<file path="src/lsuPkg.sv">
// Shared encodings and widths for the load/store unit and its data cache
`default_nettype none

package lsuPkg;

    localparam int WordWidth = 32;

    typedef enum logic [2:0] {
        CmdNone             = 3'd0,
        CmdLoad             = 3'd1,
        CmdStore            = 3'd2,
        CmdAtomic           = 3'd3,
        CmdLoadReserved     = 3'd4,
        CmdStoreConditional = 3'd5,
        CmdInvalidate       = 3'd6
    } lsuCmd_t;

    // Low bits give the width, bit 2 marks zero extension
    typedef enum logic [2:0] {
        SizeByte  = 3'd0,
        SizeHalf  = 3'd1,
        SizeWord  = 3'd2,
        SizeByteU = 3'd4,
        SizeHalfU = 3'd5
    } memSize_t;

    typedef enum logic [3:0] {
        AtomicSwap = 4'd0,
        AtomicAdd  = 4'd1,
        AtomicXor  = 4'd2,
        AtomicAnd  = 4'd3,
        AtomicOr   = 4'd4,
        AtomicMin  = 4'd5,
        AtomicMax  = 4'd6,
        AtomicMinu = 4'd7,
        AtomicMaxu = 4'd8
    } atomicOp_t;

    // Controller to line replacer
    typedef enum logic [1:0] {
        ReplNone         = 2'd0,
        ReplRefill       = 2'd1,
        ReplWriteThrough = 2'd2,
        ReplInvalidate   = 2'd3
    } replacerCmd_t;

endpackage

`default_nettype wire

</file>
<file path="src/cacheRam.sv">
// Single-port synchronous RAM for cache tags or lines, optionally cleared by reset
`timescale 1ns/1ps
`default_nettype none

module cacheRam #(
    parameter type payload_t = logic [31:0],
    parameter int IndexWidth = 4,
    parameter bit ClearOnReset = 1'b0
) (
    input  logic clk,
    input  logic rst,
    input  logic [IndexWidth-1:0] index,
    input  logic writeEnable,
    input  payload_t writeValue,
    output payload_t readValue
);
    payload_t mem [2**IndexWidth];

    // Write-first, a written entry shows up on the next cycle
    always_ff @(posedge clk) begin
        if (ClearOnReset && rst) begin
            for (int i = 0; i < 2**IndexWidth; i++) begin
                mem[i] <= '0;
            end
            readValue <= '0;
        end else if (writeEnable) begin
            mem[index] <= writeValue;
            readValue <= writeValue;
        end else begin
            readValue <= mem[index];
        end
    end

endmodule

`default_nettype wire

</file>
<file path="src/lineDataPath.sv">
// Load extraction, store merge and atomic ALU on a cache line
`timescale 1ns/1ps
`default_nettype none

module lineDataPath #(
    parameter int LineBytes = 16,
    localparam int OffsetWidth = $clog2(LineBytes),
    localparam int LineWidth = LineBytes * 8
) (
    input  logic [LineWidth-1:0] line,
    input  logic [OffsetWidth-1:0] offset,
    input  lsuPkg::memSize_t size,
    input  lsuPkg::atomicOp_t atomicOp,
    input  logic isAtomic,
    input  logic [lsuPkg::WordWidth-1:0] storeValue,
    output logic [lsuPkg::WordWidth-1:0] loadValue,
    output logic [LineWidth-1:0] mergedLine
);
    logic [LineWidth-1:0] shiftedLine;
    logic [lsuPkg::WordWidth-1:0] rawWord;
    logic [lsuPkg::WordWidth-1:0] operand;
    logic [3:0] sizeMask;
    logic [LineBytes-1:0] writeMask;
    logic [LineWidth-1:0] operandLine;

    function automatic logic [lsuPkg::WordWidth-1:0] atomicAlu(
        input lsuPkg::atomicOp_t op,
        input logic [lsuPkg::WordWidth-1:0] regValue,
        input logic [lsuPkg::WordWidth-1:0] memValue
    );
        unique case (op)
            lsuPkg::AtomicSwap: return regValue;
            lsuPkg::AtomicAdd: return regValue + memValue;
            lsuPkg::AtomicXor: return regValue ^ memValue;
            lsuPkg::AtomicAnd: return regValue & memValue;
            lsuPkg::AtomicOr: return regValue | memValue;
            lsuPkg::AtomicMin: return ($signed(regValue) < $signed(memValue)) ? regValue : memValue;
            lsuPkg::AtomicMax: return ($signed(regValue) > $signed(memValue)) ? regValue : memValue;
            lsuPkg::AtomicMinu: return (regValue < memValue) ? regValue : memValue;
            lsuPkg::AtomicMaxu: return (regValue > memValue) ? regValue : memValue;
            default: return memValue;
        endcase
    endfunction

    // Address is naturally aligned, so a word never runs past the line
    assign shiftedLine = line >> {offset, 3'b000};
    assign rawWord = shiftedLine[lsuPkg::WordWidth-1:0];

    always_comb begin
        unique case (size)
            lsuPkg::SizeByte: loadValue = {{(lsuPkg::WordWidth-8){rawWord[7]}}, rawWord[7:0]};
            lsuPkg::SizeHalf: loadValue = {{(lsuPkg::WordWidth-16){rawWord[15]}}, rawWord[15:0]};
            lsuPkg::SizeByteU: loadValue = {{(lsuPkg::WordWidth-8){1'b0}}, rawWord[7:0]};
            lsuPkg::SizeHalfU: loadValue = {{(lsuPkg::WordWidth-16){1'b0}}, rawWord[15:0]};
            default: loadValue = rawWord;
        endcase
    end

    always_comb begin
        unique case (size)
            lsuPkg::SizeByte, lsuPkg::SizeByteU: sizeMask = 4'b0001;
            lsuPkg::SizeHalf, lsuPkg::SizeHalfU: sizeMask = 4'b0011;
            default: sizeMask = 4'b1111;
        endcase
    end

    // Atomics store the ALU result of the operand and the old word
    assign operand = isAtomic ? atomicAlu(atomicOp, storeValue, loadValue) : storeValue;
    assign writeMask = LineBytes'(sizeMask) << offset;
    assign operandLine = LineWidth'(operand) << {offset, 3'b000};

    always_comb begin
        for (int i = 0; i < LineBytes; i++) begin
            mergedLine[i*8 +: 8] = writeMask[i] ? operandLine[i*8 +: 8] : line[i*8 +: 8];
        end
    end

endmodule

`default_nettype wire

</file>
<file path="src/lineReplacer.sv">
// Line replacer for refill, write-through and invalidate sweeps against memory
`timescale 1ns/1ps
`default_nettype none

module lineReplacer #(
    parameter int LineBytes = 16,
    parameter int IndexWidth = 4,
    parameter int AddrWidth = 16,
    localparam int OffsetWidth = $clog2(LineBytes),
    localparam int LineAddrWidth = AddrWidth - OffsetWidth,
    localparam int TagWidth = LineAddrWidth - IndexWidth,
    localparam int LineWidth = LineBytes * 8
) (
    input  logic clk,
    input  logic rst,
    input  lsuPkg::replacerCmd_t cmd,
    input  logic [LineAddrWidth-1:0] lineAddr,
    output logic done,
    output logic [IndexWidth-1:0] arrayIndex,
    output logic arrayTagWrite,
    output logic arrayTagValid,
    output logic [TagWidth-1:0] arrayTag,
    output logic [LineWidth-1:0] arrayLine,
    input  logic [LineWidth-1:0] currentLine,
    output logic [LineAddrWidth-1:0] memAddr,
    output logic memReadReq,
    input  logic memReadGrant,
    input  logic [LineWidth-1:0] memReadValue,
    output logic memWriteReq,
    input  logic memWriteGrant,
    output logic [LineWidth-1:0] memWriteValue
);
    logic [IndexWidth-1:0] sweepIndex;
    logic sweeping;

    assign sweeping = (cmd == lsuPkg::ReplInvalidate);

    // One entry per cycle, wraps to zero after the last one
    always_ff @(posedge clk) begin
        if (rst) begin
            sweepIndex <= '0;
        end else if (sweeping) begin
            sweepIndex <= sweepIndex + 1'b1;
        end
    end

    // Requests stay up as long as the controller holds the command
    assign memAddr = lineAddr;
    assign memReadReq = (cmd == lsuPkg::ReplRefill);
    assign memWriteReq = (cmd == lsuPkg::ReplWriteThrough);
    assign memWriteValue = currentLine;

    // Refill data goes into the arrays in the grant cycle
    assign arrayIndex = sweeping ? sweepIndex : lineAddr[IndexWidth-1:0];
    assign arrayTagWrite = sweeping || (memReadReq && memReadGrant);
    assign arrayTagValid = !sweeping;
    assign arrayTag = sweeping ? '0 : lineAddr[LineAddrWidth-1:IndexWidth];
    assign arrayLine = memReadValue;

    always_comb begin
        unique case (cmd)
            lsuPkg::ReplRefill: done = memReadGrant;
            lsuPkg::ReplWriteThrough: done = memWriteGrant;
            lsuPkg::ReplInvalidate: done = &sweepIndex;
            default: done = 1'b0;
        endcase
    end

endmodule

`default_nettype wire

</file>
<file path="src/lsuControl.sv">
// Controller that sequences cache lookups, stores, reservations and replacer commands
`timescale 1ns/1ps
`default_nettype none

module lsuControl #(
    parameter int LineBytes = 16,
    parameter int IndexWidth = 4,
    parameter int AddrWidth = 16,
    localparam int OffsetWidth = $clog2(LineBytes),
    localparam int TagWidth = AddrWidth - IndexWidth - OffsetWidth,
    localparam int LineWidth = LineBytes * 8
) (
    input  logic clk,
    input  logic rst,
    input  logic enable,
    input  lsuPkg::lsuCmd_t cmd,
    input  lsuPkg::memSize_t size,
    input  logic [lsuPkg::WordWidth-1:0] base,
    input  logic [lsuPkg::WordWidth-1:0] imm,
    output logic done,
    output logic [lsuPkg::WordWidth-1:0] result,
    output logic [AddrWidth-1:0] resultAddr,
    output logic [IndexWidth-1:0] tagIndex,
    output logic tagWriteEnable,
    output logic [TagWidth+1:0] tagWriteValue,
    input  logic [TagWidth+1:0] tagReadValue,
    output logic [IndexWidth-1:0] dataIndex,
    output logic dataWriteEnable,
    output logic [LineWidth-1:0] dataWriteValue,
    input  logic [LineWidth-1:0] dataReadValue,
    output lsuPkg::replacerCmd_t replacerCmd,
    input  logic replacerDone,
    input  logic [IndexWidth-1:0] replacerIndex,
    input  logic replacerTagWrite,
    input  logic [TagWidth+1:0] replacerTagValue,
    input  logic [LineWidth-1:0] replacerLine,
    input  logic [lsuPkg::WordWidth-1:0] loadValue,
    input  logic [LineWidth-1:0] mergedLine
);
    typedef enum logic [2:0] {
        Idle, Lookup, Store, WriteThrough, Refill, Reserve, Invalidate
    } state_t;

    state_t state;
    state_t nextState;
    logic [AddrWidth-1:0] addrSum;
    logic [AddrWidth-1:0] newAddr;
    logic [AddrWidth-1:0] addrReg;
    logic [lsuPkg::WordWidth-1:0] oldValue;
    logic [IndexWidth-1:0] arrayIndex;
    logic useReplacer;
    logic hit;
    logic reserved;

    assign addrSum = AddrWidth'(base + imm);

    // Natural alignment, bits below the access size are dropped
    always_comb begin
        if (size == lsuPkg::SizeWord) begin
            newAddr = {addrSum[AddrWidth-1:2], 2'b00};
        end else if (size == lsuPkg::SizeHalf || size == lsuPkg::SizeHalfU) begin
            newAddr = {addrSum[AddrWidth-1:1], 1'b0};
        end else begin
            newAddr = addrSum;
        end
    end

    assign hit = tagReadValue[TagWidth+1]
        && tagReadValue[TagWidth-1:0] == addrReg[AddrWidth-1 -: TagWidth];
    assign reserved = tagReadValue[TagWidth];

    always_comb begin
        nextState = state;
        unique case (state)
            Idle: begin
                if (enable && cmd == lsuPkg::CmdInvalidate) begin
                    nextState = Invalidate;
                end else if (enable && cmd != lsuPkg::CmdNone) begin
                    nextState = Lookup;
                end
            end
            Lookup: begin
                if (!hit) begin
                    nextState = Refill;
                end else if (cmd == lsuPkg::CmdLoad) begin
                    nextState = Idle;
                end else if (cmd == lsuPkg::CmdLoadReserved) begin
                    nextState = Reserve;
                end else if (cmd == lsuPkg::CmdStoreConditional && !reserved) begin
                    nextState = Idle;
                end else begin
                    nextState = Store;
                end
            end
            Store: nextState = WriteThrough;
            Reserve: nextState = Idle;
            // Retry the lookup once the line is in
            Refill: nextState = replacerDone ? Lookup : Refill;
            WriteThrough, Invalidate: nextState = replacerDone ? Idle : state;
            default: nextState = Idle;
        endcase
    end

    assign done = (state == Idle && enable && cmd == lsuPkg::CmdNone)
        || (state == Lookup && hit && cmd == lsuPkg::CmdLoad)
        || (state == Lookup && hit && cmd == lsuPkg::CmdStoreConditional && !reserved)
        || state == Reserve
        || ((state == WriteThrough || state == Invalidate) && replacerDone);

    always_comb begin
        unique case (cmd)
            lsuPkg::CmdLoad: result = loadValue;
            lsuPkg::CmdAtomic, lsuPkg::CmdLoadReserved: result = oldValue;
            lsuPkg::CmdStoreConditional: result = (state == WriteThrough) ? '0 : 1;
            default: result = '0;
        endcase
    end

    always_comb begin
        unique case (state)
            Refill: replacerCmd = lsuPkg::ReplRefill;
            WriteThrough: replacerCmd = lsuPkg::ReplWriteThrough;
            Invalidate: replacerCmd = lsuPkg::ReplInvalidate;
            default: replacerCmd = lsuPkg::ReplNone;
        endcase
    end

    // Arrays follow the replacer during refill and sweep
    assign useReplacer = (state == Refill || state == Invalidate);
    assign arrayIndex = useReplacer ? replacerIndex
        : (state == Idle) ? newAddr[OffsetWidth +: IndexWidth]
        : addrReg[OffsetWidth +: IndexWidth];
    assign tagIndex = arrayIndex;
    assign dataIndex = arrayIndex;

    assign tagWriteEnable = useReplacer ? replacerTagWrite : (state == Reserve || state == Store);
    // Reserve sets the reservation, any store clears it
    assign tagWriteValue = useReplacer ? replacerTagValue
        : {tagReadValue[TagWidth+1], state == Reserve, tagReadValue[TagWidth-1:0]};

    // Skip the array write when the merge leaves the line as it was
    assign dataWriteEnable = (state == Refill && replacerTagWrite)
        || (state == Store && mergedLine != dataReadValue);
    assign dataWriteValue = (state == Refill) ? replacerLine : mergedLine;

    always_ff @(posedge clk) begin
        if (rst) begin
            state <= Idle;
        end else begin
            state <= nextState;
        end
    end

    always_ff @(posedge clk) begin
        if (state == Idle && enable) begin
            addrReg <= newAddr;
        end
        if (state == Lookup) begin
            oldValue <= loadValue;
        end
    end

    assign resultAddr = addrReg;

endmodule

`default_nettype wire

</file>
<file path="src/loadStoreUnit.sv">
// Load/store unit with a direct-mapped write-through data cache
`timescale 1ns/1ps
`default_nettype none

module loadStoreUnit #(
    parameter int LineBytes = 16,
    parameter int IndexWidth = 4,
    parameter int AddrWidth = 16,
    localparam int OffsetWidth = $clog2(LineBytes),
    localparam int LineWidth = LineBytes * 8
) (
    input  logic clk,
    input  logic rst,
    input  logic enable,
    input  lsuPkg::lsuCmd_t cmd,
    input  lsuPkg::memSize_t size,
    input  lsuPkg::atomicOp_t atomicOp,
    input  logic [lsuPkg::WordWidth-1:0] base,
    input  logic [lsuPkg::WordWidth-1:0] imm,
    input  logic [lsuPkg::WordWidth-1:0] storeValue,
    output logic done,
    output logic [lsuPkg::WordWidth-1:0] result,
    output logic [AddrWidth-1:0] resultAddr,
    output logic [AddrWidth-OffsetWidth-1:0] memAddr,
    output logic memReadReq,
    output logic memWriteReq,
    output logic [LineWidth-1:0] memWriteValue,
    input  logic memReadGrant,
    input  logic memWriteGrant,
    input  logic [LineWidth-1:0] memReadValue
);
    localparam int TagWidth = AddrWidth - IndexWidth - OffsetWidth;

    // Valid, reserved, then the tag
    typedef logic [TagWidth+1:0] tagEntry_t;
    typedef logic [LineWidth-1:0] line_t;

    logic [IndexWidth-1:0] tagIndex;
    logic tagWriteEnable;
    tagEntry_t tagWriteValue;
    tagEntry_t tagReadValue;
    logic [IndexWidth-1:0] dataIndex;
    logic dataWriteEnable;
    line_t dataWriteValue;
    line_t dataReadValue;
    lsuPkg::replacerCmd_t replacerCmd;
    logic replacerDone;
    logic [IndexWidth-1:0] replacerIndex;
    logic replacerTagWrite;
    logic replacerTagValid;
    logic [TagWidth-1:0] replacerTag;
    line_t replacerLine;
    logic [lsuPkg::WordWidth-1:0] loadValue;
    line_t mergedLine;

    lsuControl #(
        .LineBytes(LineBytes),
        .IndexWidth(IndexWidth),
        .AddrWidth(AddrWidth)
    ) control_i (
        .clk, .rst, .enable, .cmd, .size, .base, .imm, .done, .result, .resultAddr,
        .tagIndex, .tagWriteEnable, .tagWriteValue, .tagReadValue,
        .dataIndex, .dataWriteEnable, .dataWriteValue, .dataReadValue,
        .replacerCmd, .replacerDone, .replacerIndex, .replacerTagWrite,
        .replacerTagValue({replacerTagValid, 1'b0, replacerTag}),
        .replacerLine, .loadValue, .mergedLine
    );

    cacheRam #(
        .payload_t(tagEntry_t),
        .IndexWidth(IndexWidth),
        .ClearOnReset(1'b1)
    ) tagRam_i (
        .clk, .rst,
        .index(tagIndex),
        .writeEnable(tagWriteEnable),
        .writeValue(tagWriteValue),
        .readValue(tagReadValue)
    );

    cacheRam #(
        .payload_t(line_t),
        .IndexWidth(IndexWidth),
        .ClearOnReset(1'b0)
    ) dataRam_i (
        .clk, .rst,
        .index(dataIndex),
        .writeEnable(dataWriteEnable),
        .writeValue(dataWriteValue),
        .readValue(dataReadValue)
    );

    lineReplacer #(
        .LineBytes(LineBytes),
        .IndexWidth(IndexWidth),
        .AddrWidth(AddrWidth)
    ) replacer_i (
        .clk, .rst,
        .cmd(replacerCmd),
        .lineAddr(resultAddr[AddrWidth-1:OffsetWidth]),
        .done(replacerDone),
        .arrayIndex(replacerIndex),
        .arrayTagWrite(replacerTagWrite),
        .arrayTagValid(replacerTagValid),
        .arrayTag(replacerTag),
        .arrayLine(replacerLine),
        .currentLine(dataReadValue),
        .memAddr, .memReadReq, .memReadGrant, .memReadValue,
        .memWriteReq, .memWriteGrant, .memWriteValue
    );

    lineDataPath #(
        .LineBytes(LineBytes)
    ) dataPath_i (
        .line(dataReadValue),
        .offset(resultAddr[OffsetWidth-1:0]),
        .size, .atomicOp,
        .isAtomic(cmd == lsuPkg::CmdAtomic),
        .storeValue, .loadValue, .mergedLine
    );

endmodule

`default_nettype wire

</file>
<file path="config.mk">
export PLATFORM = sky130hd
export DESIGN_NAME = loadStoreUnit
export DESIGN_NICKNAME = d
export VERILOG_FILES = /design/src/lsuPkg.sv /design/src/cacheRam.sv /design/src/lineDataPath.sv /design/src/lineReplacer.sv /design/src/lsuControl.sv /design/src/loadStoreUnit.sv
export SDC_FILE = /design/constraint.sdc
export NUM_CORES = 2
export LEC_CHECK = 0
export BUFFER_PORTS_ARGS = -buffer_cell sky130_fd_sc_hd__buf_2
export CORE_ASPECT_RATIO = 1.75
export CORE_MARGIN = 4
export CORE_UTILIZATION = 40
export CTS_BUF_LIST = sky130_fd_sc_hd__clkbuf_8
export DETAILED_ROUTE_END_ITERATION = 6
export PLACE_DENSITY = 0.56
export REMOVE_ABC_BUFFERS = 1
export SYNTH_ARGS = -nofsm -noshare
export SYNTH_HDL_FRONTEND = slang
export SYNTH_HIERARCHICAL = 1
export SYNTH_SLANG_ARGS = --single-unit
</file>
<file path="constraint.sdc">
create_clock -name clk -period 20.5 [get_ports clk]
set_clock_uncertainty 0.05 [all_clocks]
set_input_delay 3.075 -clock clk [delete_from_list [all_inputs] [get_ports clk]]
set_output_delay 3.075 -clock clk [all_outputs]
set_load 0.05 [all_outputs]
</file>
Yosys cells after proc, flatten, opt, wreduce, memory -nomap -nowiden:

Memory sizes are Yosys's and may differ from the RTL's. A register that Yosys moved wholly into a read port is not among the register bits.
Cells that the tools add are included.

* register bits: 55
* RAM bits: 2208
* input port bits: 239
* memories kept: 2

* add/sub/neg operators: 3
* order comparisons: 4
* equality and inequality tests: 30
* shift-type cells: 3
* muxes and demuxes: 54
* bitwise operators: 3
* reduce and logical (&&, ||, !) cells: 39

Memories
* dataRam_i.mem: depth 16, width 128, read ports 1, clocked after Yosys merged registers in 1, wr ports 1, RTL line cacheRam.sv:17 `payload_t mem [2**IndexWidth];`
* tagRam_i.mem: depth 16, width 10, read ports 1, clocked after Yosys merged registers in 1, wr ports 16, RTL line cacheRam.sv:17

Operator list (number)
* 32-bit case mux with 9 select lines: 1
* 32-bit two-way mux: 5
* 8-bit two-way mux: 17
* 128-bit two-way mux: 1
* 128-bit != test: 1
* 32-bit case mux with 4 select lines: 1
* 32-bit by 7-bit left shift with 128-bit output: 1
* 128-bit by 7-bit >> shifter with 32-bit output: 1
* 32-bit case mux with 3 select lines: 1
* 32-bit > comparator: 2
* 32-bit < comparator: 2
* 32-bit adder: 1
* 32-bit AND: 1
* 32-bit bitwise OR: 1
* 32-bit XOR: 1
* 3-bit == test (second input constant): 8
* 3-bit two-way mux: 7
* 10-bit two-way mux: 2
* 16-bit adder: 1
* 4-bit by 3-bit == test with 1-bit output (second input constant): 4
* 4-bit two-way mux: 4
* 4-bit by 4-bit left shift with 16-bit output: 1
* 3-bit case mux with 5 select lines: 1
* 1-bit logical AND: 14
* other kinds (25): 57

Depth between registers and ports, before layout:

* depth after elaboration: 13
* depth in mapped cells: 39
* gate-level depth less buffers: 31

Hierarchy:

The synthesis kept the hierarchy.

By module, submodules not included
* cacheRam at dataRam_i: times used 1, cells each 3241, area each 76848.7 um^2, seq. area each 61579.1 um^2
* lineDataPath: times used 1, cells each 1726, area each 12434.4 um^2, seq. area each 0.0 um^2
* cacheRam at tagRam_i: times used 1, cells each 520, area each 7785.0 um^2, seq. area each 5004.8 um^2
* lsuControl: times used 1, cells each 654, area each 6127.1 um^2, seq. area each 1501.4 um^2
* lineReplacer: times used 1, cells each 307, area each 2331.0 um^2, seq. area each 80.1 um^2
* loadStoreUnit: times used 1, cells each 2, area each 12.5 um^2, seq. area each 0.0 um^2

Worst setup path after synthesis:

No wires, ideal clock.

* kind: input to register
* start: input port size[1]
* end: memory dataRam_i/mem[0][0] in the netlist's numbering (enable)
* setup time: 772 ps
* data arrival time: 17491 ps
* required time: 19678 ps
* slack: 2187 ps
* cell stages on the path: 26
* buffers on the path: 2
* path through: clkbuf_1 inv_1 nand2_1 nor3_4 nor3_2 a21oi_1 inv_1 ha_1 buf_4 nor4_4 and4_1 a21boi_0 a2111oi_2 a31o_2 nand2_2 o41a_1 o21a_1 mux4_2 mux2_2 xor2_1 nor4_1 nand4_1 nor4_1 a311oi_1 or3b_2 nor3_1

* longest elaborated chain between the ends: 13

RTL lines
* start: declaration: RTL line loadStoreUnit.sv:16 `input lsuPkg::memSize_t size,`
* 3-bit == test (tied with other cells): RTL line lineDataPath.sv:50 `unique case (size)`
* 32-bit case mux with 4 select lines *: RTL line lineDataPath.sv:50
* named net loadValue, one bit: RTL line loadStoreUnit.sv:53 `logic [lsuPkg::WordWidth-1:0] loadValue;`
* 32-bit > comparator (tied with other cells): RTL line lineDataPath.sv:40 `lsuPkg::AtomicMaxu: return (regValue > memValue) ? regValue : memValue;`
* 32-bit two-way mux, on equally long branches
* 32-bit case mux with 9 select lines *: RTL line lineDataPath.sv:31 `unique case (op)`
* 32-bit two-way mux *: RTL line lineDataPath.sv:68 `assign operand = isAtomic ? atomicAlu(atomicOp, storeValue, loadValue) : storeValue;`
* 32-bit by 7-bit left shift with 128-bit output *: RTL line lineDataPath.sv:70 `assign operandLine = LineWidth'(operand) << {offset, 3'b000};`
* 8-bit two-way mux *: RTL line lineDataPath.sv:74 `mergedLine[i*8 +: 8] = writeMask[i] ? operandLine[i*8 +: 8] : line[i*8 +: 8];`
* named net mergedLine[94]: RTL line loadStoreUnit.sv:54 `line_t mergedLine;`
* 128-bit != test *: RTL line lsuControl.sv:143 `|| (state == Store && mergedLine != dataReadValue);`
* 1-bit logical AND *: RTL line lsuControl.sv:143
* 1-bit logical OR *: RTL line lsuControl.sv:143
* named net dataWriteEnable: RTL line loadStoreUnit.sv:43 `logic dataWriteEnable;`
* 1-bit two-way mux *: RTL line cacheRam.sv:26 `end else if (writeEnable) begin`
* 1-bit two-way mux (implied by the code) *: RTL line cacheRam.sv:27 `mem[index] <= writeValue;`
* end: declaration: RTL line cacheRam.sv:17

The timed path passes the listed nets; every way through them passes the cells marked *.

==> run_results.csv <==
group,metric,value,unit
status,status,"finished, violations left",
status,failed_checks,"design-rule violations, max-capacitance violations, max-slew violations",
sta,slew-limit-headroom,-0.0920,
synth,synth_top_family_by_area,"multiplexers",
drt,routedWlPerCell,35.8,µm
synth,synth_area,106000,µm²
pwr,clockPowerShare,0.211,
worst_setup_path,endpoint_kind,"register",
sta,holdWs,0.464,ns
global_routing,grt_usage,0.272,
global_routing,antenna_found_initial,67,
floorplanning,core_area,263000,µm²
synth,synth_compound_area_frac,0.0742,
pwr,p_int,0.00946,W
cts,cts_buffer_depth,4,
place,post-place-ws,4.33,ns
synth,ys_seq_elements,2277,
drt,viasPerCell,6.12,
drt,first_iter_violations,7962,
sta,finalCritPeriodShare,0.780,
sta,fmax,0.0626,GHz
floorplanning,rows,249,
cts,postCtsSetupRepairBufs,0,
drt,drc,20,
hold_path,hold_class,"reg2reg",
cells_and_area,nets,7102,
drt,vias,64500,
cts,clk_pin_slew,0.07,ns
worst_setup_path,critPathSlowestCell,"nor4_4",
place,hpwlAfterDp,250000,µm
drt,firstDrtPassIters,7,
worst_setup_path,critPathRequiredTime,21.02,ns
drt,drtAntennaViolNets,0,
synth,synth_xor_area_frac,0.0124,
sta,hold_viol_final,0,
sta,maxSlewViolCount,2,
floorplanning,die_h,688,µm
pwr,pwr-share-comb,0.417,
global_routing,grt_pass1_wl,518000,µm
synth,synth_top_flop_cell,"edfxtp_1",
cts,clkLatencyLatePin,1.03,ns
worst_setup_path,start_kind,"register",
place,io_buffer_count,397,
floorplanning,start_util,0.402,
worst_setup_path,criticalPathCategory,"reg2reg",
job,drv_cap,1,
pwr,switchingPower,0.00676,W
cts,clock-root-buffer,"clkbuf_8",
synth,synth_edf_count,2256,
global_routing,overflow,0,
sta,tightest_slew,1.62,ns
sta,rsz0062_at_grt,"no",
cts,htreeDepth,5,
place,globalplace.congestion,1.04,
pwr,swShare,0.417,
floorplanning,die_x,396,µm
cts,clock_sinks,2277,
cells_and_area,drive_gt1_frac,0.257,
sta,setup_ws,4.52,ns
cts,cts_buffers,337,
cts,cts_tree,"yes",
synth,synth-async-reset-ratio,0,
sta,finalSetupViolCount,0,
pwr,finalPower,0.0162,W
pwr,power_per_cell_area,140,nW/µm²
worst_setup_path,cp_max_fo,45,
pwr,ir_worst_vdd,0.139,mV
synth,avgSynthCellArea,16.4,µm²
synth,synth-adder-area-share,0.0137,
synth,synthSimpleGateAreaFrac,0.0517,
synth,yosys.cell_types.count,118,
sta,finalSetupTns,0,ns
pwr,leakagePower,39.0,nW
cts,ctsResizeCount,0,
cts,ctsHoldBuffers,0,
synth,syn_inst,6450,
worst_setup_path,cpPeakStageDelay,0.87,ns
worst_setup_path,cpMostUsedCell,"buf_4",
synth,seq_area_frac_synth,0.646,
sta,fin_crit,15.98,ns
floorplanning,ios,430,
drt,postRouteWirelength,378000,µm
cells_and_area,areaGrowthSynthToFinish,10.0,%
synth,muxShareOfSynthArea,0.160,
pwr,power_frac_seq,0.371,
floorplanning,die_area,272000,µm²
synth,yosys_warnings,6,
global_routing,grt_pass1_vias,63900,
global_routing,grt_max_degree,108,
worst_setup_path,arrival,16.50,ns
==> worst max-delay path, delay by kind of cell, from the launching register on <==
family                   cells  cell delay, ns
flip-flops                   1            0.60
multiplexers                 3            1.57
AND/OR/NAND/NOR             14            5.85
adder cells (fa/ha/maj)      1            0.36
AO/OA/AOI/OAI                9            2.67
XOR/XNOR                     1            0.56
buffers and inverters        7            3.58
==> cell usage after synthesis (all sizes together), types with 21 or more instances <==
master,instances,share of area
edfxtp,2256,0.64
mux4,583,0.12
buf,467,0.031
nand2,364,0.013
a22oi,268,0.019
nor2,203,0.0074
a21oi,200,0.0096
and2,194,0.012
mux2,194,0.021
clkbuf,193,0.0069
o21ai,169,0.0080
mux2i,150,0.014
inv,118,0.0042
ha,112,0.013
xnor2,81,0.0067
xor2,69,0.0057
o22ai,51,0.0030
nand3,48,0.0023
o211ai,45,0.0032
a31oi,44,0.0026
nor2b,41,0.0024
nor3,41,0.0023
a22o,39,0.0032
a21o,38,0.0027
nand4,37,0.0022
a221oi,34,0.0029
nor4,34,0.0027
a211oi,33,0.0026
nand2b,26,0.0016
o31ai,25,0.0018
dfxtp,21,0.0040
or2,21,0.0012
or3,21,0.0013
==> state kept, by name, indices dropped and copies added, names as in the netlist, named ones only <==
register,flops
dataRam_i/mem,2048
control_i/resultAddr,16
control_i/state,3
control_i/oldValue,32
replacer_i/sweepIndex,4
tagRam_i/mem,160
tagRam_i/readValue,10
==> cell type report <==
class	count	area, µm²
antenna	37	92.6
clock buffer	341	4690
clock inverter	248	1320
fill	23200	146000
inverter	121	455
multi-input combinational	3392	33100
sequential	2277	68200
tap	3514	4400
timing repair buffer	620	3900
==> placed cells by master (no fill, tap or decap), types with 78 or more instances in the layout <==
master,count
edfxtp_1,2256
mux4_2,577
buf_2,397
nand2_1,362
clkbuf_8,341
a22oi_1,268
inv_1,209
buf_4,204
a21oi_1,197
and2_1,188
nor2_1,181
mux2i_1,150
o21ai_0,124
mux2_1,116
ha_1,112
clkinv_1,90
xnor2_1,81
mux2_2,78
==> path summary, 6_finish.rpt <==
path / from / to / slack (ns) / cells past startpoint
max: register / dataRam_i/mem[1][75] / 4.52 / 35
min: replacer_i/sweepIndex[1] / replacer_i/sweepIndex[1] / 0.46 / 2
max reg2reg: register / dataRam_i/mem[1][75] / 4.52 / 35
min reg2reg: replacer_i/sweepIndex[1] / replacer_i/sweepIndex[1] / 0.46 / 2
==> metal layers <==
metal | global-route usage | routed length, µm | share of wire
met3 | 0.0658 | 33700 | 0.089
met2 | 0.442 | 180000 | 0.48
met5 | 0 | 224 | 0.00059
met4 | 0.147 | 23500 | 0.062
met1 | 0.336 | 140000 | 0.37
==> power groups by stage <==
stage | clock, W | sequential, W | combinational (W)
2_1_floorplan | 0 | 0.00636 | 0.00445
3_5_place_dp | 0 | 0.00612 | 0.00666
5_1_grt | 0.00372 | 0.00603 | 0.00699
3_3_place_gp | 0 | 0.00612 | 0.00658
6_report | 0.00343 | 0.00602 | 0.00677
4_1_cts | 0.00352 | 0.00602 | 0.00667
==> kinds of logic (layout without fill, tap and decap cells) <==
| kind of cell | after synthesis | count (layout) |
|---|---|---|
| adders and majority gates | 114 | 114 |
| other | 1 | 38 |
| buffers and inverters | 781 | 1330 |
| muxes | 927 | 927 |
| and+or+nand+nor | 1079 | 1079 |
| DFF | 2277 | 2277 |
| AOI/OAI and AO/OA | 1121 | 1121 |
| xor gates and xnor gates | 150 | 150 |
==> stage by stage <==
| stage | instances | instance area, µm² | utilization |
|---|---|---|---|
| global placement | 9924 | 110000 | 0.419 |
| CTS | 10500 | 116000 | 0.442 |
| global route | 10500 | 116000 | 0.442 |
| floorplan | 5790 | 102000 | - |
| detailed placement | 9924 | 110000 | 0.419 |
| finish | 10600 | 116000 | 0.442 |
(Power assumes the default switching activity.)
